==> src/hw/link_rx_pkg.sv <==
// Common widths, command word layout and decode helpers for the link receiver.
// Every block imports this package. The command word is the first beat of a packet.
package link_rx_pkg;

   //########################################
   // Widths and sizes
   //########################################
   localparam int beat_w     = 32;                  // One PHY beat
   localparam int cmd_w      = 32;
   localparam int addr_w     = 32;
   localparam int data_words = 4;                   // Max payload words
   localparam int data_w     = data_words * beat_w;
   localparam int pkt_words  = 7;                   // Cmd, dst, src, data
   localparam int pkt_w      = pkt_words * beat_w;

   typedef logic [beat_w-1:0] beat_t;
   typedef logic [addr_w-1:0] addr_t;
   typedef logic [data_w-1:0] data_t;
   typedef logic [15:0]       credit_t;
   typedef logic [2:0]        beat_cnt_t;            // Up to 7 beats

   // Opcode in cmd[2:0], codes 6 and 7 undefined
   typedef enum logic [2:0] {
      op_link         = 3'd0,
      op_read         = 3'd1,
      op_write        = 3'd2,
      op_write_posted = 3'd3,
      op_read_resp    = 3'd4,
      op_write_resp   = 3'd5
   } opcode_t;

   typedef enum logic [1:0] {cls_req, cls_resp, cls_link} pkt_class_t;

   localparam logic [7:0] subtype_crdt_req  = 8'h01;   // Link subtype, cmd[15:8]
   localparam logic [7:0] subtype_crdt_resp = 8'h11;

   localparam int fifo_depth_data = 64;
   localparam int fifo_depth_link = 4;

   // Which FIFO a packet belongs to
   function automatic pkt_class_t class_of(input beat_t cmd);
      pkt_class_t cls;
      case (opcode_t'(cmd[2:0]))
         op_read, op_write, op_write_posted: cls = cls_req;
         op_read_resp, op_write_resp:        cls = cls_resp;
         default:                            cls = cls_link;   // Incl. undefined
      endcase
      return cls;
   endfunction

   // Packet length in beats, len field cmd[5:4] is words minus one
   function automatic beat_cnt_t packet_beats(input beat_t cmd);
      beat_cnt_t beats;
      case (opcode_t'(cmd[2:0]))
         op_read, op_write_resp:                  beats = 3'd3;
         op_write, op_write_posted, op_read_resp: beats = 3'd4 + beat_cnt_t'(cmd[5:4]);
         default:                                 beats = 3'd1;
      endcase
      return beats;
   endfunction

endpackage

==> src/hw/beat_fifo.sv <==
// Synchronous single-clock beat FIFO with show-ahead head.
// Depth must be a power of two. A write is readable on rd_data the next cycle.
// No full flag; the sender's credits keep the FIFO from overflowing.
module beat_fifo
   #(parameter int depth = 4)
   (
   input  logic               clk,
   input  logic               nreset,
   input  logic               wr_en,
   input  link_rx_pkg::beat_t wr_data,
   input  logic               rd_en,
   output link_rx_pkg::beat_t rd_data,
   output logic               empty
   );
   import link_rx_pkg::*;

   localparam int aw = $clog2(depth);

   beat_t       mem [depth];
   logic [aw:0] wr_ptr;       // Extra MSB for wrap
   logic [aw:0] rd_ptr;
   logic        rd_ok;

   assign empty   = (wr_ptr == rd_ptr);
   assign rd_ok   = rd_en & !empty;          // Ignore reads when empty
   assign rd_data = mem[rd_ptr[aw-1:0]];     // Head always visible

   // Storage
   always_ff @(posedge clk)
      if (wr_en)
         mem[wr_ptr[aw-1:0]] <= wr_data;

   // Pointers
   always_ff @(posedge clk or negedge nreset)
      if (!nreset)
      begin
         wr_ptr <= '0;
         rd_ptr <= '0;
      end
      else
      begin
         if (wr_en)
            wr_ptr <= wr_ptr + 1'b1;
         if (rd_ok)
            rd_ptr <= rd_ptr + 1'b1;
      end

endmodule

==> config.mk <==
export PLATFORM = sky130hd
export DESIGN_NAME = beat_fifo
export DESIGN_NICKNAME = d
export VERILOG_FILES = /design/src/hw/link_rx_pkg.sv /design/src/hw/beat_fifo.sv
export SDC_FILE = /design/constraint.sdc
export NUM_CORES = 1
export LEC_CHECK = 0
export BUFFER_PORTS_ARGS = -buffer_cell sky130_fd_sc_hd__buf_2
export CAP_MARGIN = 20
export CORE_MARGIN = 5
export CORE_UTILIZATION = 40
export CTS_CLUSTER_DIAMETER = 40
export DETAILED_ROUTE_END_ITERATION = 12
export PLACE_DENSITY = 0.57
export SYNTH_ARGS = -nofsm -noshare
export SYNTH_HDL_FRONTEND = slang
export SYNTH_SLANG_ARGS = --single-unit
==> constraint.sdc <==
create_clock -name clk -period 5.6 [get_ports clk]
set_input_delay 0.28 -clock clk [delete_from_list [all_inputs] [get_ports clk]]
set_output_delay 0.28 -clock clk [all_outputs]
set_load 0.005 [all_outputs]
==> impl_metrics.toml, run 1 <==
[placement]
post-place-ws_ps = 3330
dpl_cell_area_um2 = 5530
globalplace.congestion = 0.692
hpwl_mm = 5.05
io_buffers = 68

[sta]
whs_ps = 87.0
max_freq_ghz = 0.382
fin_ws_ps = 2980
post-route-period-util = 0.468
worst_pin_slew_ps = 970
finalMaxSlewViolations = 0
fin_crit_ps = 2620
finalSetupViolations = 0
skew_ps = 5.31
setup_tns_ps = 0
hold_violations = 0
slew_headroom = 0.353
rsz0062_at_grt = "false"

[clocking]
cts_root_buffer = "clkbuf_16"
cts_setup_buffers = 0
clock_latency_ps = 410
clk_pin_slew_ps = 50
clk_path_buf_depth = 2
cts_buffers = 17
cts_tree = "yes"
htree_levels = 4
cts_num_sinks = 134

[yosys]
syn_avg_cell_area_um2 = 24.5
synth_area_um2 = 5050
yosysSeqAreaShare = 0.791
synth_cell_type_count = 21
syn_inst = 206
yosysWarnings = 0
syn_nets = 247
ys_seq_elements = 134

[finish]
final_util = 0.488
fin_nets = 328
design_area_um2 = 6110
diodes = 0
layout_common_cells = "edfxtp_1 (128), buf_2 (68), mux4_2 (29), clkbuf_16 (17), ha_1 (5)"
drive_above_1_share = 0.441
syn2layout_area_growth_pct = 21.0
final_common_cell = "edfxtp_1"

[route]
avgViaCountPerCell = 4.82
dr.first_iter.drc_count = 150
postRouteAntennaNets = 0
dr.pass1.iters = 4
num_vias = 2269
wl_per_cell_um = 18.7
totalWireLength_mm = 8.81
drc = 0

[setup_path]
crit_type = "reg2out"
cp_data_required_time_ps = 5320
start_kind = "flop"
worstPathMaxFanout = 19
cp-end-kind = "primary output"
cp.arrival_ps = 2340

[power_and_ir_drop]
p_leak_uw = 0.00213
powerDensity_nw_per_um2 = 532
ir_drop_mv = 0.219

[global_routing]
grt_pass1_wl_mm = 13.7
antenna_found_initial = 1
grt_max_degree = 37
grt_pass1_vias = 2621
gr-usage-all-layers = 0.130
grt.overflow.total = 0

[floorplan]
die_w_um = 122
num_rows = 41
initial_core_util = 0.403
dieArea_um2 = 15000
chipHeight_um = 122
boundaryPins = 69
core_um2 = 12500

[min_path]
hold_path.class = "in2reg"

[status]
status = "finished, final reports clean"

[flow_run]
maxCapViolCount = 0
[synthesized netlist by cell type]
cell | number | area, µm²
and3_2 | 2 | 15.0
mux4_2 | 29 | 653
inv_1 | 3 | 11.3
a31oi_1 | 2 | 12.5
and2_1 | 4 | 25.0
buf_2 | 4 | 20.0
a21o_1 | 1 | 7.51
nor2_1 | 1 | 3.75
dfrtp_1 | 6 | 150
nand2b_1 | 1 | 6.26
mux4_1 | 3 | 78.8
buf_12 | 3 | 60.1
nor3_1 | 1 | 5.00
a21oi_1 | 1 | 5.00
edfxtp_1 | 128 | 3840
nand2_1 | 2 | 7.51
buf_6 | 1 | 11.3
o21ai_0 | 2 | 10.0
xnor2_1 | 3 | 26.3
xor2_1 | 4 | 35.0
ha_1 | 5 | 62.6
[worst paths after layout]
path                             startpoint          end  slack, ps  cells after the start
worst min-delay path            wr_data[13]   mem[1][13]         90                      1
worst max-delay path              rd_ptr[0]  rd_data[31]       2980                      3
min in group asynchronous            nreset    wr_ptr[1]        250                      2
max in group asynchronous            nreset    rd_ptr[1]       5180                      2
worst max register to register    wr_ptr[1]   mem[1][19]       3730                      3
worst min register to register    wr_ptr[2]    wr_ptr[2]        490                      1
[sequential cells by signal, summed over array words and instances, names as in the netlist]
name,count
mem,128
rd_ptr,3
wr_ptr,3
[area by class of cell]
class	count	area, µm²
Fill cell	1063	6410
Sequential cell	134	4000
Multi-Input combinational cell	61	958
Clock buffer	21	440
Timing Repair Buffer	70	358
Tap cell	172	215
Clock inverter	10	131
Inverter	3	11.3
[metrics by stage]
stage / power [µW] / cells
2_1_floorplan: 1960 / 206
3_3_place_gp: 2220 / 439
3_5_place_dp: 2230 / 439
4_1_cts: 3310 / 471
5_1_grt: 3430 / 471
6_report: 3250 / 471
[where the power goes]
part	leakage, µW	total (µW)	internal, µW	switching (µW)
combinational	0.000613	731	388	343
sequential	0.00125	1450	1320	128
clock	0.000270	1070	692	378
[routing by layer]
metal | GRT usage | vias up | share of wire
met5 | 0 | - | 0.0015
met4 | 0.0742 | 2 | 0.020
met2 | 0.205 | 64 | 0.49
li1 | - | 1024 | -
met3 | 0.0530 | 18 | 0.063
met1 | 0.151 | 1161 | 0.42
[critical path: stages, from the launching register on]
cell	delay [ps]
dfrtp_2	720
buf_4	470
mux4_1	600
buf_2	140
[what timing repair did]
item	CTS	global route
resized for setup	0	0
hold buffers	1	0
hold endpoints to repair	6	0
[logic make-up after synthesis]
family | count (synthesis) | synth area share
flip-flops | 134 | 0.791
multiplexers | 32 | 0.145
buffers and inverters | 11 | 0.0203
AND/OR/NAND/NOR | 11 | 0.0124
XOR/XNOR | 7 | 0.0121
AO/OA/AOI/OAI | 6 | 0.00694
adder cells (fa/ha/maj) | 5 | 0.0124
(Power assumes the default switching activity.)
==> run 2, diff against run 1 <==
--- a/config.mk
+++ b/config.mk
@@ -11,7 +11,7 @@
 export CORE_UTILIZATION = 40
 export CTS_CLUSTER_DIAMETER = 40
 export DETAILED_ROUTE_END_ITERATION = 12
-export PLACE_DENSITY = 0.57
+export PLACE_DENSITY = 0.59
 export SYNTH_ARGS = -nofsm -noshare
 export SYNTH_HDL_FRONTEND = slang
 export SYNTH_SLANG_ARGS = --single-unit
==> constraint.sdc (replaced) <==
create_clock -name clk -period 2.1 [get_ports clk]
set_input_delay 0.105 -clock clk [delete_from_list [all_inputs] [get_ports clk]]
set_output_delay 0.105 -clock clk [all_outputs]
set_load 0.005 [all_outputs]
==> run 2 against run 1 <==
Compared with the run above: routed wire length increased by 4.7%; design area rose by 9.5%; utilization up 4.7 points; via count is 8.2% higher; clock power rose to 3.2 times the previous value; clock-buffer cell count is 3 lower; flip-flop and latch count stayed put; hold slack lost 34 ps; critical endpoint is now empty.
==> impl_metrics.toml, run 2 (same netlist as run 1, synthesis figures left out) <==
[setup_path]
worstPathMaxFanout = 6
crit_chain = "buf_4 > xnor2_1 > and3_2 > buf_2"
cp_data_required_time_ps = 2000
slowest_delay_ps = 520
start_kind = "flop"
rrSetupSlack_ps = 560
cpMaxStageDelayCell = "dfrtp_4"
cp_num_buf_inv = 2
cp_top_family = "flip-flops"
cp-end-kind = "primary output"
crit_type = "reg2out"
cp.arrival_ps = 1840

[route]
avgViaCountPerCell = 4.72
num_vias = 2456
drc = 0
dr.first_iter.drc_count = 116
postRouteAntennaNets = 0
wl_per_cell_um = 17.7
totalWireLength_mm = 9.23
dr.pass1.iters = 4

[sta]
hold_violations = 0
fin_crit_ps = 1940
post-route-period-util = 0.926
finalSetupViolations = 0
skew_ps = 3.71
slew_headroom = 0.746
worst_pin_slew_ps = 378
max_freq_ghz = 0.514
whs_ps = 53.0
rsz0062_at_grt = "false"
setup_tns_ps = 0
finalMaxSlewViolations = 0

[finish]
largest_reg_flops = 128
layout_common_cells = "edfxtp_1 (128), buf_2 (68), dlygate4sd3_1 (34), mux4_2 (29), clkbuf_16 (17)"
instances_no_fill = 520
diodes = 0
final_common_cell = "edfxtp_1"
syn2layout_area_growth_pct = 32.6
final_util = 0.535
fin_nets = 376
drive_above_1_share = 0.434

[placement]
dp_cells = 450
hpwl_mm = 5.70
globalplace.congestion = 0.675
io_buffers = 68

[min_path]
hold_path.class = "in2async"

[status]
status = "finished, final reports clean"

[global_routing]
gr-usage-all-layers = 0.136
grt_util_met1 = 0.163
grt_pass1_wl_mm = 14.4
grt_max_degree = 21
grt_pass1_vias = 2644
met2_usage = 0.216
top_usage_layer = "met2"
use_met3 = 0.0581
antenna_found_initial = 0
grt.overflow.total = 0

[floorplan]
num_rows = 41
die_w_um = 122
core_um2 = 12500
dieArea_um2 = 15000
boundaryPins = 69
chipHeight_um = 122
initial_core_util = 0.403

[clocking]
cts_buffers = 17
clk_pin_slew_ps = 60
cts_root_buffer = "clkbuf_16"
htree_levels = 4
clock_latency_ps = 410
clk_path_buf_depth = 2
cts_tree = "yes"
cts_num_sinks = 134

[power_and_ir_drop]
p_leak_uw = 0.00242
powerDensity_nw_per_um2 = 1410
ir_drop_mv = 0.727
p_total_uw = 9450

[flow_run]
maxCapViolCount = 0
run 2: layout make-up:
type                            count  area (µm²)
Multi-Input combinational cell     61         958
Inverter                            3        11.3
Clock inverter                     14         255
Tap cell                          172         215
Fill cell                        1005        5820
Timing Repair Buffer              118         826
Clock buffer                       18         429
Sequential cell                   134        4000
run 2: where the power goes:
group / switching [µW] / internal [µW]
sequential: 197 / 3510
combinational: 1120 / 1240
clock: 1050 / 2340
total: 2360 / 7090
run 2: worst reg2reg max path, stage by stage, from the launching register on:
cell	delay, ps
dfrtp_4	520
buf_4	210
ha_1	310
nand2b_1	160
o21ai_0	150
nor3_1	70
run 2: final timing paths:
check / from / to / cells after the start
max: rd_ptr[0] / empty / 4
min: nreset / wr_ptr[2] / 2
max reg2reg: rd_ptr[0] / rd_ptr[1] / 5
min reg2reg: wr_ptr[2] / wr_ptr[2] / 1
max in group asynchronous: nreset / rd_ptr[0] / 2
min in group clk: rd_en / rd_ptr[0] / 4
run 2: metal layers:
| metal | vias up | part of all wire |
|---|---|---|
| met3 | 18 | 0.053 |
| li1 | 1128 | - |
| met1 | 1243 | 0.43 |
| met2 | 67 | 0.50 |
| met4 | 0 | 0.018 |
| met5 | - | 0 |
run 2: repair_timing:
action,CTS,global route
endpoints found under the setup margin,5,2
endpoints found under the hold margin,136,0
setup buffers,0,4
hold buffers,34,0
resized for setup,1,0
run 2: metrics by stage:
step / instance area, µm² / setup slack, ps
finish: 6690 / 156
detailed placement: 5640 / 453
global placement: 5640 / 468
CTS: 6660 / 33.2
global route: 6690 / 79.2
floorplan: 5050 / 273
==> run 3, diff against run 2 <==
--- a/config.mk
+++ b/config.mk
@@ -8,10 +8,10 @@
 export BUFFER_PORTS_ARGS = -buffer_cell sky130_fd_sc_hd__buf_2
 export CAP_MARGIN = 20
 export CORE_MARGIN = 5
-export CORE_UTILIZATION = 40
+export CORE_UTILIZATION = 45
 export CTS_CLUSTER_DIAMETER = 40
 export DETAILED_ROUTE_END_ITERATION = 12
-export PLACE_DENSITY = 0.59
+export PLACE_DENSITY = 0.65
 export SYNTH_ARGS = -nofsm -noshare
 export SYNTH_HDL_FRONTEND = slang
 export SYNTH_SLANG_ARGS = --single-unit
==> run 3 against run 2 <==
Compared with the run above: via count shrank 0.73%; routed wire length shrank 2.4%; utilization up 6.3 points; cell count decreased by 7.7%; fmax shrank 2.9%; clock-buffer cell count shrank 1; largest cell class unchanged; highest routed layer unchanged.
==> impl_metrics.toml, run 3 (same netlist as run 1, synthesis figures left out) <==
[setup_path]
cp.arrival_ps = 1900
worstPathMaxFanout = 14
cp_data_required_time_ps = 2000
cp-end-kind = "primary output"
start_kind = "flop"
crit_type = "reg2out"

[finish]
diodes = 0
largest_reg_flops = 128
syn2layout_area_growth_pct = 29.5
seqCellArea_um2 = 4000
layout_common_cells = "edfxtp_1 (128), buf_2 (68), dlygate4sd3_1 (34), mux4_2 (29), clkbuf_16 (17)"
final_common_cell = "edfxtp_1"
design_area_um2 = 6540
drive_above_1_share = 0.426
fin_nets = 369
nFillCells = 797
multi_input_area_um2 = 958

[sta]
finalSetupViolations = 0
rsz0062_at_grt = "false"
max_freq_ghz = 0.499
slew_headroom = 0.636
hold_violations = 0
fin_crit_ps = 2000
fin_ws_ps = 96.8
finalMaxSlewViolations = 0
worst_pin_slew_ps = 546
post-route-period-util = 0.954
whs_ps = 67.8
skew_ps = 5.47
setup_tns_ps = 0

[route]
postRouteAntennaNets = 0
num_vias = 2438
wl_per_cell_um = 18.8
drc = 0
dr.pass1.iters = 4
dr.first_iter.drc_count = 142
avgViaCountPerCell = 5.08
totalWireLength_mm = 9.01

[clocking]
cts_num_sinks = 134
clock_latency_ps = 400
htree_levels = 4
cts_tree = "yes"
cts_setup_buffers = 0
clk_path_buf_depth = 2
cts_root_buffer = "clkbuf_16"
clk_pin_slew_ps = 50
cts_buffers = 17

[placement]
post-place-ws_ps = 401
io_buffers = 68
hpwl_mm = 5.69
dpl_cell_area_um2 = 5620
globalplace.congestion = 0.720

[global_routing]
grt_pass1_wl_mm = 14.4
met2_usage = 0.247
antenna_found_initial = 0
grt_max_degree = 24
gr-usage-all-layers = 0.148
grt.overflow.total = 0
use_met3 = 0.0449
grt_pass1_vias = 2723
top_usage_layer = "met2"
grt_util_met1 = 0.188

[flow_run]
maxCapViolCount = 0

[status]
status = "finished, final reports clean"

[floorplan]
initial_core_util = 0.462
core_um2 = 10900
num_rows = 38
boundaryPins = 69
chipHeight_um = 116
dieArea_um2 = 13400
die_w_um = 116

[power_and_ir_drop]
p_leak_uw = 0.00234
powerDensity_nw_per_um2 = 1360
ir_drop_mv = 0.746

[min_path]
hold_path.class = "in2async"
## run 3: cell types whose count changed in the layout (fill, tap and decap cells not counted), sizes merged
cell and delta:
buf -7, bufinv -5, clkbuf -1, clkinv -1
clkinvlp +2, inv +4
## run 3: final timing paths
kind | startpoint | endpoint | slack, ps | depth (start not counted)
max | rd_ptr[0] | rd_data[0] | 100 | 3
min | nreset | wr_ptr[2] | 70 | 2
max reg2reg | wr_ptr[1] | mem[3][3] | 420 | 3
min reg2reg | rd_ptr[2] | rd_ptr[2] | 490 | 1
max in group asynchronous | nreset | rd_ptr[0] | 1860 | 2
min in group clk | rd_en | rd_ptr[0] | 90 | 4
## run 3: power breakdown
part | switching [µW] | internal [µW]
Combinational | 1040 | 1240
Clock | 1070 | 1750
Sequential | 262 | 3510
## run 3: area by class of cell
class	count	share of cell area
multi-input combinational	61	0.147
inverter	3	0.00172
tap	140	0.0268
sequential	134	0.611
timing repair buffer	111	0.126
clock inverter	14	0.0226
clock buffer	17	0.0650
## run 3: worst max-delay path, stage by stage, from the launching register on
cell and delay, ps:
dfrtp_4 580, buf_12 210, mux4_1 560, buf_2 140
## run 3: timing repair
action / CTS / global route
hold buffers: 34 / 0
endpoints found under the setup margin: 3 / 0
endpoints found under the hold margin: 136 / 0
gates resized for setup: 1 / 0
## run 3: metal layers
metal / part of all wire / up-vias
met1: 0.42 / 1264
met4: 0.0074 / 0
met3: 0.049 / 6
met2: 0.52 / 55
li1: - / 1113
met5: 0 / -
## run 3: metrics by stage
step	utilization	instances	total power, µW
global route	0.598	480	9350
floorplan	-	206	5230
CTS	0.598	480	9030
global placement	0.514	415	6070
finish	0.598	480	8870
detailed placement	0.514	415	6130
