--- src/hw/link_rx_pkg.sv ---
// Common widths, command word layout and decode helpers for the link receiver.
// Every block imports this package. The command word is the first beat of a packet.
package link_rx_pkg;

   //########################################
   // Widths and sizes
   //########################################
   localparam int beat_w     = 32;                  // One PHY beat
   localparam int cmd_w      = 32;
   localparam int addr_w     = 32;
   localparam int data_words = 4;                   // Max payload words
   localparam int data_w     = data_words * beat_w;
   localparam int pkt_words  = 7;                   // Cmd, dst, src, data
   localparam int pkt_w      = pkt_words * beat_w;

   typedef logic [beat_w-1:0] beat_t;
   typedef logic [addr_w-1:0] addr_t;
   typedef logic [data_w-1:0] data_t;
   typedef logic [15:0]       credit_t;
   typedef logic [2:0]        beat_cnt_t;            // Up to 7 beats

   // Opcode in cmd[2:0], codes 6 and 7 undefined
   typedef enum logic [2:0] {
      op_link         = 3'd0,
      op_read         = 3'd1,
      op_write        = 3'd2,
      op_write_posted = 3'd3,
      op_read_resp    = 3'd4,
      op_write_resp   = 3'd5
   } opcode_t;

   typedef enum logic [1:0] {cls_req, cls_resp, cls_link} pkt_class_t;

   localparam logic [7:0] subtype_crdt_req  = 8'h01;   // Link subtype, cmd[15:8]
   localparam logic [7:0] subtype_crdt_resp = 8'h11;

   localparam int fifo_depth_data = 64;
   localparam int fifo_depth_link = 4;

   // Which FIFO a packet belongs to
   function automatic pkt_class_t class_of(input beat_t cmd);
      pkt_class_t cls;
      case (opcode_t'(cmd[2:0]))
         op_read, op_write, op_write_posted: cls = cls_req;
         op_read_resp, op_write_resp:        cls = cls_resp;
         default:                            cls = cls_link;   // Incl. undefined
      endcase
      return cls;
   endfunction

   // Packet length in beats, len field cmd[5:4] is words minus one
   function automatic beat_cnt_t packet_beats(input beat_t cmd);
      beat_cnt_t beats;
      case (opcode_t'(cmd[2:0]))
         op_read, op_write_resp:                  beats = 3'd3;
         op_write, op_write_posted, op_read_resp: beats = 3'd4 + beat_cnt_t'(cmd[5:4]);
         default:                                 beats = 3'd1;
      endcase
      return beats;
   endfunction

endpackage

--- src/hw/packet_assembler.sv ---
// Rebuilds packets from beats and presents them on the request or response port.
// Fields hold until the port's ready is seen; link packets give a lnk_done pulse
// with the command word instead of a valid.
module packet_assembler
   (
   input  logic                          clk,
   input  logic                          nreset,
   input  link_rx_pkg::beat_t            beat_data,
   input  logic                          beat_vld,
   input  logic                          beat_first,
   input  logic                          beat_last,
   input  logic                          req_ready,
   input  logic                          resp_ready,
   output logic                          busy,
   output logic [link_rx_pkg::cmd_w-1:0] req_cmd,
   output link_rx_pkg::addr_t            req_dstaddr,
   output link_rx_pkg::addr_t            req_srcaddr,
   output link_rx_pkg::data_t            req_data,
   output logic                          req_valid,
   output logic [link_rx_pkg::cmd_w-1:0] resp_cmd,
   output link_rx_pkg::addr_t            resp_dstaddr,
   output link_rx_pkg::addr_t            resp_srcaddr,
   output link_rx_pkg::data_t            resp_data,
   output logic                          resp_valid,
   output logic                          lnk_done,
   output link_rx_pkg::beat_t            lnk_cmd
   );
   import link_rx_pkg::*;

   logic [pkt_w-1:0] pkt;        // Cmd | dst | src | data, word 0 at LSB
   beat_cnt_t        wptr;       // Next word slot
   beat_t            cmd_in;     // Command of packet being closed
   pkt_class_t       cls_in;
   logic             close;
   opcode_t          op;
   logic             is_link;
   logic             no_data;
   addr_t            dstaddr;
   addr_t            srcaddr;
   data_t            data;

   // Word write, first beat clears old contents
   always_ff @(posedge clk)
      if (beat_vld)
      begin
         if (beat_first)
            pkt <= {{(pkt_w-beat_w){1'b0}}, beat_data};
         else
            pkt[wptr*beat_w +: beat_w] <= beat_data;
      end

   assign cmd_in = beat_first ? beat_data : pkt[beat_w-1:0];   // 1-beat pkts too
   assign cls_in = class_of(cmd_in);
   assign close  = beat_vld & beat_last;

   //########################################
   // Output handshake
   //########################################
   always_ff @(posedge clk or negedge nreset)
      if (!nreset)
      begin
         wptr       <= '0;
         req_valid  <= 1'b0;
         resp_valid <= 1'b0;
         lnk_done   <= 1'b0;
      end
      else
      begin
         if (beat_vld)
            wptr <= beat_first ? 3'd1 : wptr + 3'd1;
         req_valid  <= (close & (cls_in == cls_req))  | (req_valid & !req_ready);
         resp_valid <= (close & (cls_in == cls_resp)) | (resp_valid & !resp_ready);
         lnk_done   <= close & (cls_in == cls_link);           // Single pulse
      end

   assign busy = req_valid | resp_valid;   // Stall drain until taken

   // Field masking by opcode
   assign op      = opcode_t'(pkt[2:0]);
   assign is_link = (class_of(pkt[beat_w-1:0]) == cls_link);
   assign no_data = is_link | (op == op_read) | (op == op_write_resp);
   assign dstaddr = is_link ? '0 : pkt[cmd_w +: addr_w];
   assign srcaddr = is_link ? '0 : pkt[cmd_w+addr_w +: addr_w];
   assign data    = no_data ? '0 : pkt[cmd_w+2*addr_w +: data_w];

   // Both ports share the assembled packet, valid tells which owns it
   assign req_cmd      = pkt[cmd_w-1:0];
   assign req_dstaddr  = dstaddr;
   assign req_srcaddr  = srcaddr;
   assign req_data     = data;
   assign resp_cmd     = pkt[cmd_w-1:0];
   assign resp_dstaddr = dstaddr;
   assign resp_srcaddr = srcaddr;
   assign resp_data    = data;
   assign lnk_cmd      = pkt[beat_w-1:0];

endmodule

--- config.mk ---
export PLATFORM = sky130hd
export DESIGN_NAME = packet_assembler
export DESIGN_NICKNAME = d
export VERILOG_FILES = /design/src/hw/link_rx_pkg.sv /design/src/hw/packet_assembler.sv
export SDC_FILE = /design/constraint.sdc
export NUM_CORES = 1
export LEC_CHECK = 0
export BUFFER_PORTS_ARGS = -buffer_cell sky130_fd_sc_hd__buf_2
export CORE_AREA = 2 2 201 203
export DETAILED_ROUTE_END_ITERATION = 12
export DIE_AREA = 0 0 203 205
export PLACE_DENSITY = 0.67
export SLEW_MARGIN = 20
export SYNTH_ARGS = -nofsm -noshare
export SYNTH_HDL_FRONTEND = slang
export SYNTH_SLANG_ARGS = --single-unit
export TNS_END_PERCENT = 30
--- constraint.sdc ---
create_clock -name clk -period 5.3 [get_ports clk]
set_input_delay 0.795 -clock clk [delete_from_list [all_inputs] [get_ports clk]]
set_output_delay 0.795 -clock clk [all_outputs]
set_load 0.02 [all_outputs]
==> results.cfg, run 1 <==
[outcome]
status = finished clean

[timing]
timing.clock.skew_ns = 0.0117
final_min_period_over_clock_period_pct = 69.5
timing.setup.tns_ns = 0
timing.final.setup_violations = 0
finalHoldWorstSlack_ns = 0.0624
fmax_mhz = 272
grt_setup_unrepaired = false
timing.slew.headroom_pct = 31.9
timing.final.hold_violations = 0
min_period_ns = 3.68
report.final.slew_viol_count = 0
worst-slew-pin-transition_ns = 1.02
final_critical_path_setup_slack_ns = 1.62

[setup_path]
critical_path.startpoint_type = flop
crit_path_start = pkt[2]
critPathArrivalTime_ns = 2.89
reg2reg_to = pkt[22]
maximum_fanout_along_the_worst_path = 33
rr_startpoint = wptr[0]
rrSetupSlack_ns = 1.68
critical_path_required_ns = 4.51
setup.worst_path.class = flop to output port
ff2ff_path_depth = 7
crit_path_end_kind = output port
worstSetupEndpoint = resp_srcaddr[0]

[cts]
clock_sink_count = 230
post_cts.resized_instances = 0
number_of_cts_inserted_buffers = 28
cts_root_buf = sky130_fd_sc_hd__clkbuf_16
cts-hold-fix-buffers = 0
cts_max_level = 1
cts-root-to-sink-buffers = 3
clk_latency_ns = 0.56
clock_slew_seen_by_the_registers_of_the_worst_setup_and_hold_paths_ns = 0.06
tritoncts_clock_tree = built
post-cts-setup-buffers = 0

[finish]
area.sequential_sq_mm = 0.00688
final_cell_area_sq_mm = 0.0164
nFillCells = 3871
multi_input_logic_area_sq_mm = 0.00521
post_route_cells_drive_above_1_share_pct = 36.7
layout.nets = 1653
syn2layout_area_growth_pct = 11.8
instances_no_fill = 2153

[logic_synthesis]
mappedNetlistArea_sq_mm = 0.0147
synth_area_per_cell_sq_um = 10.3
synthCells = 1427
yosys_most_used_dff = sky130_fd_sc_hd__edfxtp_1
fraction_of_synthesis_flops_using_an_asynchronous_set_or_reset_pin_pct = 2.61
share_of_the_synthesized_area_in_compound_gates_ao_oa_aoi_oai_pct = 6.39
synth_top_family_by_area = simple AND/OR/NAND/NOR gates
synth_largest_area_cell = sky130_fd_sc_hd__edfxtp_1
post_synth_main_area_contributors = sky130_fd_sc_hd__edfxtp_1 46%, sky130_fd_sc_hd__buf_4 15%, sky130_fd_sc_hd__nor2b_1 7.0%, sky130_fd_sc_hd__mux2i_1 4.5%, sky130_fd_sc_hd__nand2b_1 4.1%
synth_xor_xnor_area_share_pct = 0
postSynthNetCount = 1473
synth-edff-count = 224
adder_cell_share_of_the_synthesized_area_pct = 0.597
synth-warning-count = 0
ys_ff_latch = 230
synth-simple-area-share_pct = 23.1
post_synth_mux_area_share_pct = 4.81
synth_seq_area_share_pct = 46.9
synth_cell_type_count = 40
synth_top_area_share_pct = 45.8

[floorplan]
placement_rows = 73
dieHeight_microns = 205
die-area_sq_mm = 0.0416
floorplan.die.width_microns = 203
core_sq_mm = 0.0394
io-pin-count = 523
start_util_pct = 37.3

[power]
switching_portion_of_total_power_pct = 33.5
power_per_cell_area_mw_per_mm2 = 333
power.switching_mw = 1.83
clock_power_share_pct = 33.2
pwr-share-seq_pct = 41.4
power_leakage_nw = 6.89
relative_contribution_of_combinational_cells_to_total_power_pct = 25.4
p_int_mw = 3.64
max_rail_drop_vdd_v = 0.000251

[placed_design]
dpl.cell_count = 2102
routabilityCongestion = 0.788
detailedPlace.worstSlack_ns = 1.69
buffer_ports.inserted = 522
dpl-instance-area_sq_mm = 0.0155
place_hpwl_microns = 30100

[global_routing]
maximum_number_of_pins_on_one_net_before_global_route_repair = 131
antenna_found_initial = 2
track_usage_pct = 19.8
grt_pass1_vias = 9643
grt_pass1_wl_microns = 62600
grt.overflow.total = 0

[route]
average_wire_per_cell_in_the_routed_design_microns = 20.5
vias_per_cell = 4.98
drt_iter0_drc = 839
drc = 0
drt.antenna.violating_nets = 0
drt_pre_antenna_iters = 5
drt_wl_total_microns = 44100
detailroute.via_count = 10700

[hold_path]
hold_path_class = input pin to asynchronous set/reset pin

[flow_run]
max_cap_viol_count = 0
[critical path, stage by stage (launching register included)]
cell,delay (ns)
sky130_fd_sc_hd__edfxtp_1,0.58
sky130_fd_sc_hd__nor3_1,0.13
sky130_fd_sc_hd__a21oi_4,0.64
sky130_fd_sc_hd__buf_4,0.45
sky130_fd_sc_hd__and2_1,0.29
sky130_fd_sc_hd__buf_2,0.20
[through the flow]
step	utilization (%)	power, mW
2_1_floorplan	-	3.34
3_3_place_gp	39.5	3.68
3_5_place_dp	39.5	3.69
4_1_cts	41.6	5.52
5_1_grt	41.7	5.69
6_report	41.7	5.47
[worst min path at each step]
stage	endpoint	slack, ns	startpoint
2_1_floorplan	lnk_done	0.50	nreset
3_3_place_gp	req_valid	0.53	req_valid
3_5_place_dp	resp_valid	0.53	resp_valid
4_1_cts	wptr[1]	0.04	nreset
5_1_grt	req_valid	0.05	nreset
6_report	wptr[1]	0.06	nreset
[routing by layer]
metal	up-vias	track usage, %	wire (microns)
li1	4939	-	-
met1	5224	28.1	19300
met2	516	32.7	21200
met3	49	2.35	2890
met4	0	4.14	652
met5	-	0	0
[synth_stat cells (all sizes together), types with 2 or more instances]
cell and count:
buf 333, edfxtp 224, nor2b 165, o21ai 131, nand2b 96, nand2 67, mux2i 66, nand3b 65
and2 64, clkbuf 57, nand3 52, a21oi 33, and2b 16, nand4b 12, ha 7, dfrtp 6
inv 5, mux2 4, nor2 4, nor3b 4, nor3 2, nor4b 2, o311ai 2, o32ai 2
[power groups by stage]
stage	sequential [mW]	clock, mW	combinational (mW)
5_1_grt	2.28	1.92	1.49
6_report	2.27	1.82	1.39
2_1_floorplan	2.25	0	1.09
3_5_place_dp	2.30	0	1.39
4_1_cts	2.26	1.85	1.40
3_3_place_gp	2.30	0	1.38
[kinds of logic after synthesis]
| family | after synthesis |
|---|---|
| compound gates | 173 |
| fa+ha+maj | 7 |
| flops | 230 |
| buf+inv | 395 |
| simple gates | 552 |
| mux | 70 |
[placed cells by master, fill, tap and decap left out, types with 2 or more instances in the layout]
master and instances:
sky130_fd_sc_hd__o21ai_1 52, sky130_fd_sc_hd__nand2_1 67, sky130_fd_sc_hd__nor3_1 2, sky130_fd_sc_hd__clkbuf_16 29, sky130_fd_sc_hd__and2_1 64, sky130_fd_sc_hd__nand3_1 52, sky130_fd_sc_hd__inv_1 5, sky130_fd_sc_hd__nor3b_2 3
sky130_fd_sc_hd__edfxtp_1 224, sky130_fd_sc_hd__buf_12 2, sky130_fd_sc_hd__nor4b_4 2, sky130_fd_sc_hd__nand3b_1 65, sky130_fd_sc_hd__clkinv_1 5, sky130_fd_sc_hd__nand2b_1 96, sky130_fd_sc_hd__o311ai_4 2, sky130_fd_sc_hd__nor2b_1 164
sky130_fd_sc_hd__dfrtp_1 6, sky130_fd_sc_hd__clkinv_4 2, sky130_fd_sc_hd__o21ai_0 77, sky130_fd_sc_hd__mux2_2 4, sky130_fd_sc_hd__ha_1 7, sky130_fd_sc_hd__o32ai_1 2, sky130_fd_sc_hd__a21oi_1 32, sky130_fd_sc_hd__buf_4 16
sky130_fd_sc_hd__o21ai_2 2, sky130_fd_sc_hd__buf_2 520, sky130_fd_sc_hd__nor2_1 3, sky130_fd_sc_hd__and2b_1 16, sky130_fd_sc_hd__nand4b_1 12, sky130_fd_sc_hd__mux2i_1 65, sky130_fd_sc_hd__clkbuf_1 11
[flip-flops by register name, indices dropped and copies added (netlist names)]
name and flops:
wptr 3, resp_valid 1, pkt 224, lnk_done 1, req_valid 1
[layout make-up]
cell class / count / area share [%]
repair buffers: 540 / 17.0
diodes: 1 / 0.0153
clock buffers: 40 / 4.68
flip-flops and latches: 230 / 41.9
multi-input cells: 802 / 31.8
clock inverters: 10 / 0.481
well taps: 525 / 4.01
inverters: 5 / 0.114
Note: power is estimated with default switching activity, not from simulation.
==> run 2, diff against run 1 <==
- clock period: 5.3 -> 3.5 ns (I/O delays scaled with it)
==> run 2 against run 1 <==
Design area up 0.71%. Clock-buffer cell count fell by 10. Worst setup slack worse by 1.2 ns. Register-to-register slack got worse by 1.3 ns. Sequential share of layout area is 0.30 points lower. Worst hold slack better by 0.12 ns. Die area unchanged. Clock power up 48%. Critical endpoint is now pkt[21]. Highest routed layer unchanged.
==> results.cfg, run 2 (synthesized netlist as in run 1, its figures left out) <==
[outcome]
status = finished clean

[timing]
report.final.slew_viol_count = 0
final_min_period_over_clock_period_pct = 88.9
timing.clock.skew_ns = 0.0251
grt_setup_unrepaired = false
min_period_ns = 3.11
timing.final.setup_violations = 0
worst-slew-pin-transition_ns = 1.08
timing.final.hold_violations = 0
timing.setup.tns_ns = 0
final_critical_path_setup_slack_ns = 0.388
timing.slew.headroom_pct = 27.9
fmax_mhz = 321

[global_routing]
antenna_found_initial = 1
maximum_number_of_pins_on_one_net_before_global_route_repair = 137
grt.overflow.total = 0
grt_pass1_wl_microns = 63200
grt_pass1_vias = 9972
track_usage_pct = 20.1

[flow_run]
max_cap_viol_count = 0

[floorplan]
core_sq_mm = 0.0394
dieHeight_microns = 205
die-area_sq_mm = 0.0416
io-pin-count = 523
placement_rows = 73
floorplan.die.width_microns = 203
start_util_pct = 37.3

[finish]
diodes = 0
instances_no_fill = 2160
post_route_cells_drive_above_1_share_pct = 37.2
most-common-layout-cells = 520 x sky130_fd_sc_hd__buf_2, 224 x sky130_fd_sc_hd__edfxtp_1, 164 x sky130_fd_sc_hd__nor2b_1
layout.nets = 1661
syn2layout_area_growth_pct = 12.6
largest-register = pkt
number_of_flip_flops_under_the_largest_register_name = 224
most_common_cell_after_layout_fill_and_taps_aside = sky130_fd_sc_hd__buf_2
nFillCells = 3832
largest_registers = pkt (224), wptr (3)

[setup_path]
crit_path_end_kind = flop
setup.worst_path.class = flop to flop
critical_path.startpoint_type = flop
critical_path_required_ns = 3.67
critPathArrivalTime_ns = 3.29
maximum_fanout_along_the_worst_path = 32

[placed_design]
detailedPlace.worstSlack_ns = 0.392
dpl.cell_count = 2110
routabilityCongestion = 0.779
place_hpwl_microns = 30800
buffer_ports.inserted = 522

[power]
power_per_cell_area_mw_per_mm2 = 501
power_leakage_nw = 6.96
max_rail_drop_vdd_v = 0.000353

[cts]
cts_root_buf = sky130_fd_sc_hd__clkbuf_16
tritoncts_clock_tree = built
clock_slew_seen_by_the_registers_of_the_worst_setup_and_hold_paths_ns = 0.06
clk_latency_ns = 0.56
cts-root-to-sink-buffers = 3
cts_max_level = 1
number_of_cts_inserted_buffers = 27
clock_sink_count = 230

[route]
detailroute.via_count = 10700
average_wire_per_cell_in_the_routed_design_microns = 20.5
drc = 0
drt_iter0_drc = 811
drt_pre_antenna_iters = 5
vias_per_cell = 4.96
drt.antenna.violating_nets = 0
drt_wl_total_microns = 44300

[hold_path]
hold_path_class = input pin to flop
## run 2: changes by cell type in the layout (fill, tap and decap cells not counted), moves of 2 or more
cell / change
sky130_fd_sc_hd__clkbuf_16: -2
sky130_fd_sc_hd__clkbuf_1: -8
sky130_fd_sc_hd__clkinv_1: +3
sky130_fd_sc_hd__clkinv_2: +4
sky130_fd_sc_hd__buf_6: +2
sky130_fd_sc_hd__buf_12: +5
## run 2: timing repair
action	in CTS	in global routing
gates resized for setup	0	0
endpoints found under the hold margin	6	0
setup endpoints to repair	0	0
hold buffers	1	0
setup buffers	0	0
## run 2: path summary, 6_finish.rpt
path | from | end | slack (ns) | cells after the start
hold / removal | resp_ready | resp_valid | 0.18 | 2
max in group asynchronous | nreset | wptr[2] | 2.99 | 2
setup reg to reg | wptr[1] | pkt[21] | 0.39 | 6
hold reg to reg | resp_valid | resp_valid | 0.57 | 2
min in group asynchronous | nreset | lnk_done | 0.34 | 2
setup / recovery | wptr[1] | pkt[21] | 0.39 | 6
## run 2: per-stage QoR
step | hold slack, ns | util, % | power (mW) | instance area, sq um
2_1_floorplan | 0.229 | - | 5.06 | 14700
3_3_place_gp | 0.366 | 39.8 | 5.59 | 15700
3_5_place_dp | 0.372 | 39.8 | 5.63 | 15700
4_1_cts | 0.152 | 42.0 | 8.35 | 16500
5_1_grt | 0.165 | 42.0 | 8.60 | 16500
6_report | 0.178 | 42.0 | 8.27 | 16500
## run 2: power by group
group	switching, mW	internal [mW]
clock network	1.15	1.55
registers	0.137	3.29
logic	1.48	0.662
## run 2: metal layers
layer  up-vias  routed length [microns]  GRT usage (%)
li1       4951                        -              -
met3        54                     2740           2.42
met5         -                        0              0
met4         0                     1050           5.89
met2       465                    21000           33.2
met1      5243                    19600           27.8
## run 2: critical path: stages (launching register included)
cell	delay (ns)
sky130_fd_sc_hd__dfrtp_1	0.63
sky130_fd_sc_hd__inv_1	0.15
sky130_fd_sc_hd__ha_1	0.25
sky130_fd_sc_hd__ha_1	0.45
sky130_fd_sc_hd__nor2_1	0.25
sky130_fd_sc_hd__a31oi_4	0.13
sky130_fd_sc_hd__nor2b_4	0.84
## run 2: area by class of cell
class                   count  area [sq um]  area share (%)
clock inverters            19           148           0.894
multi-input cells         802          5200            31.5
clock buffers              30           687            4.16
repair buffers            549          2930            17.7
well taps                 525           657            3.98
inverters                   5          18.8           0.114
flip-flops and latches    230          6880            41.6
