## src/hw/link_rx_pkg.sv

```systemverilog
// Common widths, command word layout and decode helpers for the link receiver.
// Every block imports this package. The command word is the first beat of a packet.
package link_rx_pkg;

   //########################################
   // Widths and sizes
   //########################################
   localparam int beat_w     = 32;                  // One PHY beat
   localparam int cmd_w      = 32;
   localparam int addr_w     = 32;
   localparam int data_words = 4;                   // Max payload words
   localparam int data_w     = data_words * beat_w;
   localparam int pkt_words  = 7;                   // Cmd, dst, src, data
   localparam int pkt_w      = pkt_words * beat_w;

   typedef logic [beat_w-1:0] beat_t;
   typedef logic [addr_w-1:0] addr_t;
   typedef logic [data_w-1:0] data_t;
   typedef logic [15:0]       credit_t;
   typedef logic [2:0]        beat_cnt_t;            // Up to 7 beats

   // Opcode in cmd[2:0], codes 6 and 7 undefined
   typedef enum logic [2:0] {
      op_link         = 3'd0,
      op_read         = 3'd1,
      op_write        = 3'd2,
      op_write_posted = 3'd3,
      op_read_resp    = 3'd4,
      op_write_resp   = 3'd5
   } opcode_t;

   typedef enum logic [1:0] {cls_req, cls_resp, cls_link} pkt_class_t;

   localparam logic [7:0] subtype_crdt_req  = 8'h01;   // Link subtype, cmd[15:8]
   localparam logic [7:0] subtype_crdt_resp = 8'h11;

   localparam int fifo_depth_data = 64;
   localparam int fifo_depth_link = 4;

   // Which FIFO a packet belongs to
   function automatic pkt_class_t class_of(input beat_t cmd);
      pkt_class_t cls;
      case (opcode_t'(cmd[2:0]))
         op_read, op_write, op_write_posted: cls = cls_req;
         op_read_resp, op_write_resp:        cls = cls_resp;
         default:                            cls = cls_link;   // Incl. undefined
      endcase
      return cls;
   endfunction

   // Packet length in beats, len field cmd[5:4] is words minus one
   function automatic beat_cnt_t packet_beats(input beat_t cmd);
      beat_cnt_t beats;
      case (opcode_t'(cmd[2:0]))
         op_read, op_write_resp:                  beats = 3'd3;
         op_write, op_write_posted, op_read_resp: beats = 3'd4 + beat_cnt_t'(cmd[5:4]);
         default:                                 beats = 3'd1;
      endcase
      return beats;
   endfunction

endpackage

```

## src/hw/rx_ingress.sv

```systemverilog
// PHY beat sampler and packet steering.
// Registers each beat, finds packet starts by counting beats from the command
// word, and writes every beat of a packet into the FIFO of that packet's class.
module rx_ingress
   (
   input  logic               clk,
   input  logic               nreset,
   input  link_rx_pkg::beat_t phy_rxdata,
   input  logic               phy_rxvld,
   output link_rx_pkg::beat_t wr_data,
   output logic               wr_req,
   output logic               wr_resp,
   output logic               wr_lnk
   );
   import link_rx_pkg::*;

   beat_t      rx_data;     // Sampled PHY beat
   logic       rx_vld;
   beat_cnt_t  remain;      // Beats still due in current packet
   pkt_class_t cls_hold;    // Class latched at start of packet
   pkt_class_t cls;
   logic       sop;

   // Beat register
   always_ff @(posedge clk)
      rx_data <= phy_rxdata;

   // Zero beats left means the sampled beat is a command word
   assign sop = (remain == '0);
   assign cls = sop ? class_of(rx_data) : cls_hold;

   always_ff @(posedge clk or negedge nreset)
      if (!nreset)
      begin
         rx_vld   <= 1'b0;
         remain   <= '0;
         cls_hold <= cls_link;
      end
      else
      begin
         rx_vld <= phy_rxvld;
         if (rx_vld)
         begin
            cls_hold <= cls;                                 // Sticky for the packet
            if (sop)
               remain <= packet_beats(rx_data) - 3'd1;       // Rest of packet
            else
               remain <= remain - 3'd1;
         end
      end

   //########################################
   // One FIFO write enable per beat
   //########################################
   assign wr_data = rx_data;
   assign wr_req  = rx_vld & (cls == cls_req);
   assign wr_resp = rx_vld & (cls == cls_resp);
   assign wr_lnk  = rx_vld & (cls == cls_link);

endmodule

```

## config.mk

```make
export PLATFORM = sky130hd
export DESIGN_NAME = rx_ingress
export DESIGN_NICKNAME = d
export VERILOG_FILES = /design/src/hw/link_rx_pkg.sv /design/src/hw/rx_ingress.sv
export SDC_FILE = /design/constraint.sdc
export NUM_CORES = 1
export LEC_CHECK = 0
export BUFFER_PORTS_ARGS = -buffer_cell sky130_fd_sc_hd__buf_2
export CAP_MARGIN = 20
export CORE_MARGIN = 10
export CORE_UTILIZATION = 30
export CTS_CLUSTER_DIAMETER = 30
export DETAILED_ROUTE_END_ITERATION = 8
export PLACE_DENSITY = 0.61
export REMOVE_ABC_BUFFERS = 1
export SLEW_MARGIN = 20
export SYNTH_ARGS = -nofsm -noshare
export SYNTH_HDL_FRONTEND = slang
export SYNTH_SLANG_ARGS = --single-unit
```

## constraint.sdc

```tcl
create_clock -name clk -period 3.3 [get_ports clk]
set_input_delay 0.165 -clock clk [delete_from_list [all_inputs] [get_ports clk]]
set_output_delay 0.165 -clock clk [all_outputs]
set_load 0.02 [all_outputs]
```

==> out/qor.yml, run 1 <==
power:
  powerDensity_mw_per_mm2: 608
  pwr-share-comb_pct: 23.1
  power.leakage_nw: 0.890
  p_sw_share_pct: 29.5
  switchingPower_mw: 0.340
  power.share.clock_pct: 27.3
  pwr-share-seq_pct: 49.6
  vdd_drop_max_v: 0.000337
  p_int_mw: 0.810
worst_setup_path:
  reg2regPathDepth: 7
  critPathKind: "register to output pin"
  cp_slowest_stage_delay_ns: 0.46
  cp_max_fo: 9
  cp-startpoint: "remain[1]$_DFFE_PN0P_"
  cpMaxStageDelayCell: "dfrtp_1"
  critPathArrivalTime_ns: 1.70
  r2r-end: "remain[2]$_DFFE_PN0P_"
  required_ns: 3.13
  reg2reg_from: "wr_data[2]$_DFF_P_"
  path_cells: "nor3_4, nor3b_2, o21a_1, buf_2"
  regToRegSetupSlack_ns: 1.57
  cp-endpoint: "wr_req"
  start_kind: "register"
  cp-end-kind: "output pin"
sta:
  period_share_pct: 56.4
  slew-limit-headroom_pct: 74.0
  fmax_mhz: 537
  hold_slack_ns: 0.155
  setup_viol: 0
  rsz0062_at_grt: "no"
  tns_ns: 0
  finClkSkew_ns: 0.0135
  finalHoldViolations: 0
  tightestPinTransition_ns: 0.390
  drv_slew: 0
  period_minus_slack_ns: 1.86
global_route:
  grt_pass1_vias: 1136
  grt_pass1_wl_um: 5480
  globalRouteOverflowTotal: 0
  grt_antenna_before_repair: 0
  grt_max_degree: 14
  grt_use_total_pct: 11.3
yosys:
  synth_seq_cells: 38
  ys_warn_count: 0
  netlist.area_leader.share_pct: 59.8
  synthesis.area_mm2: 0.00107
  ys_top_cells_by_count: "32 x dfxtp_1, 5 x dfrtp_1, 5 x nor2_1"
  synthTopCellsByArea: "dfxtp_1 60%, dfrtp_1 12%, dfstp_2 2.5%"
  synth-edff-count: 0
  yosysTopAreaCell: "dfxtp_1"
  ys_async_sr_fraction_pct: 15.8
  synth_most_common_cell: "dfxtp_1"
  yosysSeqAreaShare_pct: 73.9
  syn_inst: 80
  synth_cell_type_count: 27
  syn_area_per_cell_um2: 13.4
  ys.flop_type: "dfxtp_1"
final_layout:
  fillCellCount: 283
  syn2layout_area_growth_pct: 76.8
  layout-drive-gt1-share_pct: 44.2
  insertedDiodeCount: 0
  finalNetCount: 225
floorplan:
  die_h_um: 79.8
  dieWidth_um: 79.8
  start_util_pct: 31.6
  core_area_mm2: 0.00339
  io_pins: 70
  fp-row-count: 21
  dieArea_mm2: 0.00636
detailed_routing:
  num_vias: 987
  drt_iter0_markers: 35
  viasPerCell: 4.18
  drt-total-wl_um: 3350
  drc: 0
  postRouteAntennaNets: 0
  drtPass1Iterations: 4
  avgRoutedWirePerCell_um: 14.2
outcome:
  outcome: "complete, no violations"
placement:
  place.detailed.hpwl_um: 2340
  io_buffers: 69
  gp_congestion: 0.863
cts:
  htreeDepth: 2
  cts_buffers: 5
  clk_latency_ns: 0.34
  clock-sinks: 38
  clk_pin_slew_ns: 0.12
  cts_tree: "built"
  clock_path_buffers: 2
  cts_root_buffer: "clkbuf_4"
  cts_setup_buffers: 0
worst_hold_path:
  hold_class: "primary input to asynchronous set/reset pin"
job:
  drv_cap: 0
-- critical path: cells and delay by family (launching register included) --
family | cells | cell delay, ns
flops | 1 | 0.46
buf+inv | 1 | 0.16
simple gates | 2 | 0.62
compound gates | 1 | 0.13
-- area by class of cell --
cell class	count	area [um^2]	share of cell area [%]
Clock buffer	5	37.5	1.98
Clock inverter	3	45.0	2.38
Inverter	2	7.51	0.397
Multi-Input combinational cell	39	268	14.1
Sequential cell	38	792	41.8
Tap cell	46	57.6	3.04
Timing Repair Buffer	103	686	36.2
-- power groups by stage --
stage / clock, mW / combinational [mW] / sequential (mW)
after detailed placement: 0 / 0.235 / 0.582
after floorplan: 0 / 0.135 / 0.598
after global placement: 0 / 0.232 / 0.579
after global routing: 0.349 / 0.298 / 0.580
after CTS: 0.323 / 0.267 / 0.572
final: 0.314 / 0.266 / 0.571
-- worst min-delay path by stage --
| stage | start | to | slack [ns] | cells past startpoint |
|---|---|---|---|---|
| 6_report | nreset | remain[2]$_DFFE_PN0P_ | 0.15 | 2 |
| 5_1_grt | nreset | remain[2]$_DFFE_PN0P_ | 0.16 | 2 |
| 4_1_cts | nreset | cls_hold[0]$_DFFE_PN0P_ | 0.14 | 2 |
| 3_5_place_dp | nreset | remain[0]$_DFFE_PN0P_ | 0.00006 | 1 |
| 3_3_place_gp | nreset | remain[0]$_DFFE_PN0P_ | -0.001 | 1 |
| 2_1_floorplan | nreset | cls_hold[0]$_DFFE_PN0P_ | -0.13 | 0 |
-- cells in the final DEF, fill, tap and decap left out, drive strengths merged --
master       netlist  final
a21boi             1      1
a21o               1      1
a21oi              3      3
a31oi              2      2
buf                0     69
bufinv             0      1
clkbuf             1      5
clkinvlp           0      2
dfrtp              5      5
dfstp              1      1
dfxtp             32     32
dlygate4sd3        0     34
ha                 1      1
inv                2      2
mux2               1      1
nand2              4      4
nand2b             2      2
nand3b             1      1
nor2               5      5
nor2b              2      2
nor3               3      3
nor3b              2      2
o2111ai            1      1
o211ai             3      3
o21a               2      2
o21ai              2      2
o22ai              1      1
or2                1      1
or3b               1      1
-- sequential cells by signal, indices dropped and copies added (netlist names) --
name	flops
wr_data	32
rx_vld	1
remain	3
cls_hold	2
-- per-stage QoR --
step | util, % | worst slack [ns] | area, um^2 | cells | power, mW
2_1_floorplan | - | 1.60 | 1070 | 79 | 0.733
3_3_place_gp | 43.4 | 1.70 | 1470 | 194 | 0.811
3_5_place_dp | 43.4 | 1.61 | 1470 | 194 | 0.817
4_1_cts | 55.9 | 1.43 | 1890 | 236 | 1.16
5_1_grt | 55.9 | 1.27 | 1890 | 236 | 1.23
6_report | 55.9 | 1.44 | 1890 | 236 | 1.15
-- cell families after synthesis --
logic type	after synthesis	share of synthesized area [%]
AOI/OAI and AO/OA	16	9.81
adders and majority gates	1	1.17
buffers and inverters	3	1.05
DFF	38	73.9
muxes	1	1.40
and+or+nand+nor	21	12.6
-- timing repair --
action	in CTS	in global routing
gates resized for setup	0	0
hold endpoints to repair	39	0
hold buffers	34	0
-- metal layers --
metal  global-route usage [%]  wire length, um  up-vias
met5                        0                0        -
met4                     4.75               22        0
met3                     9.80              571        2
met2                     15.7             1400       59
met1                     11.9             1360      437
li1                         -                -      489
No activity file was read; power rests on OpenSTA's default activity.
==> inputs of run 2 (changes only) <==
==> constraint.sdc (replaced) <==
create_clock -name clk -period 1.9 [get_ports clk]
set_input_delay 0.095 -clock clk [delete_from_list [all_inputs] [get_ports clk]]
set_output_delay 0.095 -clock clk [all_outputs]
set_load 0.02 [all_outputs]
==> run 2 against run 1 <==
Routed wire length rose by 2.3%. Critical path depth stayed put. Sequential share of layout area is 0.78 points lower. Clock skew rose by 0.0031 ns. Worst hold slack worse by 0.066 ns. Final cell count is 0.42% higher. Flip-flop and latch count is the same. Total power increased by 87%. Combinational power rose by 79%. Sequential power is 74% higher. Non-clock buffer count increased by 1. Via count increased by 1.6%.
==> out/qor.yml, run 2 (synthesized netlist as in run 1, its figures left out) <==
global_route:
  grt_use_total_pct: 11.4
  met1_usage_pct: 11.9
  grt.busiest_layer: "met2"
  grt_antenna_before_repair: 0
  grt_pass1_vias: 1141
  grt_use_met2_pct: 16.6
  grt_pass1_wl_um: 5570
  use_met3_pct: 9.23
  globalRouteOverflowTotal: 0
  grt_max_degree: 14
power:
  power.leakage_nw: 0.916
  powerDensity_mw_per_mm2: 1110
  vdd_drop_max_v: 0.000606
worst_setup_path:
  critPathArrivalTime_ns: 1.67
  cp_max_fo: 8
  critPathKind: "register to output pin"
  cp_slowest_stage_delay_ns: 0.45
  path_cells: "nor3_4, nor3b_2, o21a_1, buf_2"
  regToRegSetupSlack_ns: 0.17
  cp_top_family: "simple AND/OR/NAND/NOR gates"
  required_ns: 1.80
  cpMaxStageDelayCell: "dfrtp_1"
  start_kind: "register"
  cp-end-kind: "output pin"
  path_buf_inv: 1
final_layout:
  largest_reg_flops: 32
  final_common_cell: "buf_2"
  layout_common_cells: "69 x buf_2, 34 x dlygate4sd3_1, 31 x dfxtp_1"
  insertedDiodeCount: 0
  layout-drive-gt1-share_pct: 45.0
  syn2layout_area_growth_pct: 80.4
  fin_area_mm2: 0.00193
  finalNetCount: 226
cts:
  htreeDepth: 2
  cts_tree: "built"
  clk_pin_slew_ns: 0.12
  clk_latency_ns: 0.34
  clock-sinks: 38
  cts_root_buffer: "clkbuf_4"
  clock_path_buffers: 2
  cts_buffers: 5
sta:
  fmax_mhz: 566
  tightestPinTransition_ns: 0.379
  finalHoldViolations: 0
  drv_slew: 0
  slew-limit-headroom_pct: 74.7
  period_share_pct: 93.0
  period_minus_slack_ns: 1.77
  hold_slack_ns: 0.0886
  finClkSkew_ns: 0.0166
  tns_ns: 0
  setup_viol: 0
floorplan:
  dieArea_mm2: 0.00636
  die_h_um: 79.8
  fp-row-count: 21
  dieWidth_um: 79.8
  io_pins: 70
  start_util_pct: 31.6
  core_area_mm2: 0.00339
outcome:
  outcome: "complete, no violations"
detailed_routing:
  drt_iter0_markers: 38
  postRouteAntennaNets: 0
  avgRoutedWirePerCell_um: 14.5
  num_vias: 1003
  drt-total-wl_um: 3430
  viasPerCell: 4.23
  drc: 0
  drtPass1Iterations: 4
placement:
  gp_congestion: 0.862
  io_buffers: 69
  dpl_cell_area_mm2: 0.00147
  place.detailed.hpwl_um: 2340
job:
  drv_cap: 0
worst_hold_path:
  hold_class: "primary input to asynchronous set/reset pin"
[run 2: changes by cell type in the layout (fill, tap and decap cells not counted), sizes merged]
cell and delta:
clkinvlp -2, bufinv +1, clkinv +1, buf +1
[run 2: worst paths after layout]
path,start,endpoint,depth (start not counted)
setup / recovery,remain[2]$_DFFE_PN0P_,wr_req,4
hold / removal,nreset,remain[2]$_DFFE_PN0P_,2
setup reg to reg,wr_data[2]$_DFF_P_,remain[2]$_DFFE_PN0P_,7
min in group clk,phy_rxdata[6],wr_data[6]$_DFF_P_,2
hold reg to reg,cls_hold[1]$_DFFE_PN1P_,cls_hold[1]$_DFFE_PN1P_,2
max in group asynchronous,nreset,cls_hold[1]$_DFFE_PN1P_,2
[run 2: cell type report]
type / instances / area [um^2]
multi-input combinational: 39 / 274
inverter: 2 / 7.51
fill: 270 / 1460
timing repair buffer: 104 / 693
sequential: 38 / 793
clock buffer: 5 / 37.5
clock inverter: 3 / 68.8
tap: 46 / 57.6
[run 2: repair_timing]
action	in CTS	in global routing
setup endpoints to repair	0	2
hold buffers	34	0
endpoints found under the hold margin	39	0
resized for setup	0	2
setup buffers	0	1
[run 2: metrics by stage]
stage | utilization (%) | setup WS [ns] | std cells | power (mW)
floorplan | - | 0.204 | 79 | 1.27
global placement | 43.4 | 0.295 | 194 | 1.41
detailed placement | 43.4 | 0.188 | 194 | 1.42
CTS | 56.6 | 0.0952 | 236 | 2.15
global route | 57.0 | -0.0126 | 237 | 2.28
finish | 57.0 | 0.132 | 237 | 2.15
[run 2: worst reg2reg max path, delay by kind of cell (launching register included)]
family,cells,cell delay (ns)
flip-flops,1,0.47
AO/OA/AOI/OAI,3,0.36
adder cells (fa/ha/maj),1,0.20
AND/OR/NAND/NOR,3,0.63
[run 2: report_power, final]
group | switching (mW) | leakage, nW | internal [mW]
combinational | 0.231 | 0.520 | 0.243
sequential | 0.0978 | 0.340 | 0.898
clock | 0.266 | 0.0554 | 0.412
total | 0.595 | 0.916 | 1.55
[run 2: metal layers]
metal	vias to the layer above	part of all wire (%)
met1	445	37
met5	-	0
met4	0	0.67
li1	493	-
met3	2	17
met2	63	45
==> inputs of run 3 (changes only) <==
--- a/config.mk
+++ b/config.mk
@@ -11,7 +11,6 @@
 export CORE_UTILIZATION = 30
 export CTS_CLUSTER_DIAMETER = 30
 export DETAILED_ROUTE_END_ITERATION = 8
-export PLACE_DENSITY = 0.61
 export REMOVE_ABC_BUFFERS = 1
 export SLEW_MARGIN = 20
 export SYNTH_ARGS = -nofsm -noshare
==> run 3 against run 2 <==
Total power is 5.5% lower. Via count is 0.80% lower. Largest cell class unchanged. Clock power is 20% lower. Final cell count stayed put. Sequential power hardly changed. First-iteration DRC count is 18% lower. Design area is 0.97% lower.
==> out/qor.yml, run 3 (synthesized netlist as in run 1, its figures left out) <==
final_layout:
  layout_common_cells: "69 x buf_2, 34 x dlygate4sd3_1, 31 x dfxtp_1"
  finalNetCount: 226
  multi_input_area_um2: 287
  fin_cells: 237
  insertedDiodeCount: 0
  syn2layout_area_growth_pct: 78.6
  layout-drive-gt1-share_pct: 45.5
  register_area_um2: 793
  largest_reg_flops: 32
  fillCellCount: 268
  final_common_cell: "buf_2"
power:
  fin_total_pwr_mw: 2.03
  vdd_drop_max_v: 0.000593
  powerDensity_mw_per_mm2: 1060
  power.leakage_nw: 0.895
cts:
  clk_pin_slew_ns: 0.11
  cts_tree: "built"
  cts_setup_buffers: 0
  clock_path_buffers: 2
  clock-sinks: 38
  cts_root_buffer: "clkbuf_4"
  htreeDepth: 2
  clk_latency_ns: 0.33
  cts_buffers: 5
worst_setup_path:
  required_ns: 1.80
  regToRegSetupSlack_ns: 0.18
  start_kind: "register"
  cp_max_fo: 7
  reg2regPathDepth: 7
  critPathKind: "register to output pin"
  cp-end-kind: "output pin"
  r2r-end: "remain[2]$_DFFE_PN0P_"
  reg2reg_from: "wr_data[1]$_DFF_P_"
  critPathArrivalTime_ns: 1.63
detailed_routing:
  drt_iter0_markers: 31
  viasPerCell: 4.20
  drc: 0
  postRouteAntennaNets: 0
  drt-total-wl_um: 3450
  avgRoutedWirePerCell_um: 14.5
  num_vias: 995
  drtPass1Iterations: 5
floorplan:
  io_pins: 70
  fp-row-count: 21
  core_area_mm2: 0.00339
  start_util_pct: 31.6
  dieArea_mm2: 0.00636
  die_h_um: 79.8
  dieWidth_um: 79.8
job:
  drv_cap: 0
placement:
  io_buffers: 69
  placed_cells: 194
  place_ws_ns: 0.180
  gp_congestion: 0.820
  place.detailed.hpwl_um: 2260
sta:
  hold_slack_ns: 0.112
  period_share_pct: 90.9
  tns_ns: 0
  tightestPinTransition_ns: 0.389
  setup_viol: 0
  finClkSkew_ns: 0.00312
  period_minus_slack_ns: 1.73
  fmax_mhz: 579
  setup_ws_ns: 0.173
  slew-limit-headroom_pct: 74.0
  finalHoldViolations: 0
  drv_slew: 0
  rsz0062_at_grt: "no"
global_route:
  grt_max_degree: 14
  globalRouteOverflowTotal: 0
  grt_antenna_before_repair: 0
  grt_use_total_pct: 10.8
  grt_pass1_vias: 1110
  grt_pass1_wl_um: 5290
outcome:
  outcome: "complete, no violations"
worst_hold_path:
  hold_class: "primary input to asynchronous set/reset pin"
[run 3: repair_timing]
item	CTS	global route
endpoints found under the hold margin	39	0
hold buffers	34	0
endpoints found under the setup margin	0	2
gates resized for setup	0	3
[run 3: layout make-up]
type,count,area share [%]
multi-input combinational,40,15.0
inverter,2,0.392
timing repair buffer,103,35.8
sequential,38,41.5
clock inverter,3,2.35
clock buffer,5,1.96
tap,46,3.01
[run 3: how the worst max path moves through the flow]
stage / start / cells after the start / endpoint
6_report: remain[0]$_DFFE_PN0P_ / 4 / wr_resp
3_5_place_dp: wr_data[2]$_DFF_P_ / 7 / remain[2]$_DFFE_PN0P_
2_1_floorplan: wr_data[2]$_DFF_P_ / 7 / remain[2]$_DFFE_PN0P_
5_1_grt: remain[0]$_DFFE_PN0P_ / 4 / wr_resp
4_1_cts: remain[1]$_DFFE_PN0P_ / 4 / wr_req
3_3_place_gp: wr_data[2]$_DFF_P_ / 7 / remain[2]$_DFFE_PN0P_
[run 3: where the power goes]
group | switching (mW) | internal [mW] | total [mW]
logic | 0.232 | 0.240 | 0.472
registers | 0.118 | 0.898 | 1.02
clock network | 0.265 | 0.276 | 0.541
total | 0.616 | 1.41 | 2.03
[run 3: critical path, cell delays in order, from the launching register on]
cell and delay, ns:
dfrtp_1 0.54, nor3_4 0.08, or3b_1 0.35, a21boi_1 0.15, buf_2 0.18
[run 3: routing by layer]
metal  global-route usage (%)  wire length (um)  vias up
met2                     15.5              1470       58
li1                         -                 -      495
met3                     9.80               616        5
met4                     3.70                37        0
met1                     11.0              1320      437
met5                        0                 0        -
[run 3: per-stage QoR]
| stage | utilization (%) | area, um^2 |
|---|---|---|
| after floorplan | - | 1070 |
| after global placement | 43.4 | 1470 |
| after detailed placement | 43.4 | 1470 |
| after CTS | 55.9 | 1890 |
| after global routing | 56.4 | 1910 |
| final | 56.4 | 1910 |
